**src/rtl/bf_pkg.sv**
```systemverilog
// shared widths, beat types and the saturation helper of the two-channel beamformer
package bf_pkg;

    // one real or imaginary sample on the input and output streams
    localparam int sample_w = 16;

    // one real or imaginary part of a channel weight
    localparam int weight_w = 8;

    // complex samples carried by one beat
    localparam int SAMPLES = 8;

    // a weighted part after the fraction shift keeps two guard bits over the sample width
    localparam int acc_w = 18;

    // two weighted parts added in the combiner need one bit more
    localparam int sum_w = acc_w + 1;

    typedef logic signed [sample_w-1:0] sample_t;
    typedef logic signed [sum_w-1:0] sum_t;

    // limits of the saturated output sample
    localparam sample_t sample_max = 16'sh7fff;
    localparam sample_t sample_min = 16'sh8000;

    typedef struct packed {
        sample_t re;
        sample_t im;
    } cplx_sample_t;

    // sample 0 sits in the lowest 32 bits of the beat
    typedef cplx_sample_t [SAMPLES-1:0] beat_t;

    // signed fixed-point weight, the fraction point is set by frac_bits at the top level
    typedef struct packed {
        logic signed [weight_w-1:0] re;
        logic signed [weight_w-1:0] im;
    } weight_t;

    typedef struct packed {
        logic signed [acc_w-1:0] re;
        logic signed [acc_w-1:0] im;
    } acc_sample_t;

    typedef acc_sample_t [SAMPLES-1:0] acc_beat_t;

    // clamps a combined sum into the 16-bit output range
    function automatic sample_t sat16(input sum_t value);
        sample_t result;
        if (value > sample_max) begin
            result = sample_max;
        end else if (value < sample_min) begin
            result = sample_min;
        end else begin
            // inside the range the low bits already hold the two's complement value
            result = value[sample_w-1:0];
        end
        return result;
    endfunction

endpackage

```
**src/rtl/beam_combiner.sv**
```systemverilog
`timescale 1ns/1ps

// adds the weighted beats of both channels sample by sample
// and saturates each sum back to 16 bits
module beam_combiner (
    input  logic              clock,
    input  logic              resetn,
    input  logic              valid_a,
    input  logic              valid_b,
    input  bf_pkg::acc_beat_t weighted_a,
    input  bf_pkg::acc_beat_t weighted_b,
    output logic              out_valid,
    output bf_pkg::beat_t     out_data
);

    // the beam is valid when at least one channel delivered a beat
    logic any_valid;

    // saturated sum of both channels, ready to register
    bf_pkg::beat_t sum_beat;

    assign any_valid = valid_a | valid_b;

    // a channel that was idle arrives here as zero from its weighter
    // so a plain add gives the single-channel result as well
    always_comb begin
        bf_pkg::sum_t re_sum;
        bf_pkg::sum_t im_sum;
        for (int k = 0; k < bf_pkg::SAMPLES; k++) begin
            // operands are sign extended to sum_w, so the add cannot overflow
            re_sum = weighted_a[k].re + weighted_b[k].re;
            im_sum = weighted_a[k].im + weighted_b[k].im;

            // clamp to the output range instead of wrapping
            sum_beat[k].re = bf_pkg::sat16(re_sum);
            sum_beat[k].im = bf_pkg::sat16(im_sum);
        end
    end

    // output register
    // out_data reads zero whenever no beat is being presented
    always_ff @(posedge clock) begin
        if (!resetn) begin
            out_valid <= 1'b0;
            out_data  <= '0;
        end else begin
            out_valid <= any_valid;
            if (any_valid) begin
                out_data <= sum_beat;
            end else begin
                out_data <= '0;
            end
        end
    end

    // a presented beat is fully resolved, even in the cycles right after reset
    a_out_data_known: assert property (
        @(posedge clock) disable iff (!resetn)
        out_valid |-> !$isunknown(out_data)
    );

endmodule

```
**config.mk**
```make
export PLATFORM = sky130hd
export DESIGN_NAME = beam_combiner
export DESIGN_NICKNAME = d
export VERILOG_FILES = /design/src/rtl/bf_pkg.sv /design/src/rtl/beam_combiner.sv
export SDC_FILE = /design/constraint.sdc
export NUM_CORES = 1
export LEC_CHECK = 0
export ABC_AREA = 1
export ABC_CLOCK_PERIOD_IN_PS = 3800
export BUFFER_PORTS_ARGS = -buffer_cell sky130_fd_sc_hd__buf_2
export CAP_MARGIN = 20
export CORE_AREA = 2 2 329 331
export CTS_CLUSTER_DIAMETER = 30
export DETAILED_ROUTE_END_ITERATION = 16
export DIE_AREA = 0 0 331 333
export PLACE_DENSITY_LB_ADDON = 0.05
export SETUP_SLACK_MARGIN = 0.1
export SYNTH_ARGS = -nofsm -noshare
export SYNTH_HDL_FRONTEND = slang
export SYNTH_SLANG_ARGS = --single-unit
export TNS_END_PERCENT = 20
```
**constraint.sdc**
```tcl
create_clock -name clock -period 3.8 [get_ports clock]
set_input_delay 0.76 -clock clock [delete_from_list [all_inputs] [get_ports clock]]
set_output_delay 0.76 -clock clock [all_outputs]
set_load 0.01 [all_outputs]
```
After elaboration in Yosys (flattened, before gate mapping)
Index checks and enable logic that the tools add are counted.
W data, S select, Z words.
{ "totals": {"reg_bits": 257, "input_bits": 580, "wordCells": 133, "latch_bits": 0, "ramBits": 0, "memories": 0, "output_inout_bits": 257, "romBits": 0} }
{ "classes": {"n_shift": 0, "n_eq_ne": 0, "magnitude_cmp": 32, "n_mul": 0, "n_reduce_logical": 17, "mux": 32, "n_addsub": 16, "n_bitwise": 3, "div_mod_pow": 0} }
{ "op_table": {"columns": ["cell", "count"], "rows": [
  ["$add A18 B18 Y19", 16],
  ["$gt A19 B16 Y1 const B", 16],
  ["$lt A19 B16 Y1 const B", 16],
  ["$mux W16", 16],
  ["$mux W15", 16],
  ["$reduce_or A3 Y1", 16],
  ["$not A1 Y1", 2],
  ["$reduce_and A2 Y1", 1],
  ["$or A1 B1 Y1", 1]
]} }

Depth between registers and ports, before layout
{ "logic_depth": {"depth_word": 4, "mapped_depth": 16, "ltp_nobuf": 15} }

Worst setup path before layout
Ideal clock, no wire load.
{ "synth_path": {"path_kind": "input to register", "start": "input port weighted_a[18] (netlist bit)", "end": "register out_data[16] (netlist bit)", "path_buffers": 1, "setup_time_ns": 0.138, "t_arrival_ns": 2.417, "stages": 13, "required_time_ns": 3.662, "slack_ns": 1.245, "path_cell_list": "ha_1 fa_1 nand2_1 nand2_1 nand3_1 nand2_2 nand2_1 nand3_1 nand2_2 nand2_2 o21ai_4 buf_6 a21oi_2"} }
{ "synth_between": {"elab_chain_cells": 4, "elab_cells_between_ends": 5, "cone_classes": "add/sub (1); order compare (2); mux (2)"} }
{ "synth_lines": {"columns": ["item", "line_no", "rtl"], "rows": [
  ["from (decl)", "beam_combiner.sv:10", "input bf_pkg::acc_beat_t weighted_a,"],
  ["$add A18 B18 Y19 *", "beam_combiner.sv:31", "re_sum = weighted_a[k].re + weighted_b[k].re;"],
  ["$lt A19 B16 Y1", "bf_pkg.sv:52", "end else if (value < sample_min) begin"],
  ["$mux W16", "bf_pkg.sv:52", null],
  ["$mux W15 *", "bf_pkg.sv:50", "if (value > sample_max) begin"],
  ["to (signal assigned)", "beam_combiner.sv:49", "out_data <= sum_beat;"],
  ["to (decl)", "beam_combiner.sv:13", "output bf_pkg::beat_t out_data"]
]} }
Mark *: on every way between the ends. The rest lies on a longest branch, timed or not.
A chain may end at the register's enable or synchronous reset.

Final worst setup path
{ "layout_path": {"start": "input port weighted_a[125] (netlist bit)", "end": "register out_data[109] (netlist bit)"} }
{ "layout_between": {"elab_chain_cells": 4, "elab_cells_between_ends": 5, "cone_classes": "add/sub (1); order compare (2); mux (2)"} }
{ "layout_lines": {"columns": ["item", "line_no", "rtl"], "rows": [
  ["$add A18 B18 Y19 *", "beam_combiner.sv:32", "im_sum = weighted_a[k].im + weighted_b[k].im;"],
  ["$lt A19 B16 Y1", "bf_pkg.sv:52", null],
  ["$mux W16", "bf_pkg.sv:52", null],
  ["$mux W15 *", "bf_pkg.sv:50", null]
]} }
Marked as above.

==> qor.txt <==
CP startpoint kind -> primary input
Post-synth EDFFs -> 0
Sw Share -> 34.31%
Ys Warns -> 0
Setup crit end kind -> flop
Post-synth top area cell -> dfxtp_1
Buf/Inv on CP -> 1
Asr flop ratio synth -> 0%
Commonest cells in the netlist -> nand2_1, nand3_1, a21oi_1
Synth Flop Type -> dfxtp_1
Final min period -> 2492 ps
Worst Tran Pin Value -> 870.8 ps
Total GRT Usage -> 20.46%
Top cells by area, synth -> dfxtp_1, nand2_1, ha_1
Net Switching -> 5.628 mW
Setup violators final -> 0
Cts hold-fix bufs -> 0
GRT Residual Overflow -> 0
Combinational power share -> 31.2%
Area Overhead vs Synth -> 36.42%
Avg Vias per Cell -> 4.576
Drt pass-1 iters -> 6
Clock tree buffer depth -> 3
Critical Path Fanout Max -> 13
Io pins -> 837
Worst IR Drop VDD -> 275.7 uV
# rows -> 120
Global placement routability congestion -> 0.9127
Crit. Startpoint -> weighted_a[125]
PortBufs -> 836
Rel. slew slack -> 41.94%
Max-cap viol count -> 0
CTS tree -> done
CTS Buf Count -> 90
Fin cells -> 6,122
Layout net count -> 5,513
Post-layout util -> 31.23%
# clock sinks -> 257
Post-synthesis cell area -> 24,410 sq um
CP Data Required Time -> 4340 ps
Post_cts resized -> 0
Initial Util -> 22.89%
Sequential share of the synthesized area -> 21.08%
Post-synthesis register bit count -> 257
Vias after detailed routing -> 28,010
Remaining DRCs -> 0
Cell depth of the worst setup path -> 9
Critical path type -> primary input to flop
Die area -> 110,200 sq um
Slowest CP cell -> ha_1
Avg WL per Cell -> 19.13 um
Layout cells sized above 1 -> 23.86%
Final Cell Area -> 33,290 sq um
Slowest stage delay, CP -> 480 ps
Int Pwr -> 10.78 mW
Synth Area per Inst -> 6.503 sq um
Max Slew Vio Count -> 0
Post-DRT Antenna Nets -> 0
RSZ-0062 raised after global routing -> no
Cells after DPL -> 5,940
Initial antenna violation count -> 44
Clock Pin Slew Worst Setup and Hold Paths -> 40 ps
Final Cycle Share -> 65.59%
Max Clock Freq -> 0.4012 GHz
Status -> complete, no violations
Clk pwr share -> 48.3%
Worst EP arrival -> 3030 ps
Register share of total power -> 20.4%
Worst setup endpoint -> out_data[109]
Core area -> 106,600 sq um
CP delay by family, top -> compound AO/OA/AOI/OAI gates
Count leader, synth -> nand2_1
Largest net degree at the start of global routing -> 99
Root Driver -> clkbuf_16
Final setup TNS -> 0 ps
Final hold vios -> 0
Post-Synthesis Cells -> 3,753
Starting DRT DRC Count -> 1,325
Top-area cell type share of the netlist area -> 21.08%
Dpl cell area -> 29,990 sq um
Post-DP HPWL -> 100,300 um
Syn Nets -> 4,637
Hold Crit Class -> primary input to flop
Hold_ws -> 517.9 ps
Cell variety after synth -> 43
Cells along the critical path -> buf_2 > ha_1 > a21oi_1 > o21ai_0 > a21oi_1 > nand3_1 > nand2_1 > nand3_2 > nand2_1
Die Width -> 331 um
First-pass GRT wire length -> 171,300 um
Number of setup buffers added after CTS -> 0
Vias in the first global route -> 28,380
Die height -> 333 um
DRT Wirelength -> 117,100 um
Leak -> 18.13 nW
Pwr dens -> 492.7 nW/um^2
# H-tree levels -> 3
## worst min-delay path, cell delays in order
cell	delay [ps]
buf_2	80
ha_1	140
a21oi_1	40
nor2_1	70
## per-layer routing
layer,global-route usage (%),wire length (um),up-vias
met1,24.38,49190,12720
met2,35.61,56790,772
met3,4.783,7486,187
met4,7.006,3477,28
met5,0,163,-
li1,-,-,14300
## worst min-delay path by stage
| stage | depth (start not counted) | from | slack [ps] | end |
|---|---|---|---|---|
| CTS | 4 | weighted_a[270] | 460 | out_data[240] |
| global placement | 4 | weighted_b[198] | 1130 | out_data[176] |
| detailed placement | 4 | weighted_b[198] | 1130 | out_data[176] |
| global route | 4 | weighted_a[270] | 500 | out_data[240] |
| floorplan | 2 | resetn | 960 | out_data[23] |
| finish | 4 | weighted_a[270] | 520 | out_data[240] |
## flip-flops by register name (all words and copies together), names as in the netlist
signal / cells
out_data: 256
out_valid: 1
## layout make-up
cell class / instances / area, sq um
Antenna cell: 16 / 40.04
Timing Repair Buffer: 843 / 4262
Inverter: 280 / 1059
Tap cell: 1403 / 1755
Multi-Input combinational cell: 3157 / 17770
Fill cell: 12140 / 73310
Clock buffer: 124 / 2644
Clock inverter: 42 / 623.1
Sequential cell: 257 / 5145
## power groups by stage
stage | Combinational [mW] | Sequential [mW] | Clock, mW
after floorplan | 3.00 | 3.57 | 0
after global placement | 5.20 | 3.42 | 0
after detailed placement | 5.17 | 3.40 | 0
after CTS | 5.19 | 3.37 | 8.13
after global routing | 5.72 | 3.40 | 8.27
final | 5.12 | 3.35 | 7.93
## kinds of logic (layout without fill, tap and decap cells)
logic type | after synthesis | count (layout) | share of synthesized area, %
simple gates | 2089 | 2089 | 36.77
compound gates | 560 | 560 | 12.60
buf+inv | 339 | 1289 | 6.152
fa+ha+maj | 304 | 304 | 16.08
flops | 257 | 257 | 21.08
xor+xnor | 204 | 204 | 7.321
other cells | 0 | 16 | 0
## metrics by stage
stage | setup WS (ps) | total power, mW
global route | 1102 | 17.39
global placement | 698.7 | 8.622
floorplan | 1245 | 6.575
CTS | 1331 | 16.68
detailed placement | 654.6 | 8.570
finish | 1308 | 16.41
## placed cells by master (no fill, tap or decap), types with 35 or more instances in the layout
master | synthesis | routed
nand2_1 | 1177 | 1177
buf_2 | 17 | 836
nand3_1 | 417 | 417
a21oi_1 | 356 | 356
nor2_1 | 316 | 316
ha_1 | 288 | 288
inv_1 | 268 | 268
dfxtp_1 | 257 | 257
xor2_1 | 146 | 146
o21ai_0 | 107 | 107
clkbuf_16 | 0 | 93
xnor2_1 | 58 | 58
nand2_2 | 38 | 38
nand3_2 | 35 | 35
No activity file was read; power rests on OpenSTA's default activity.
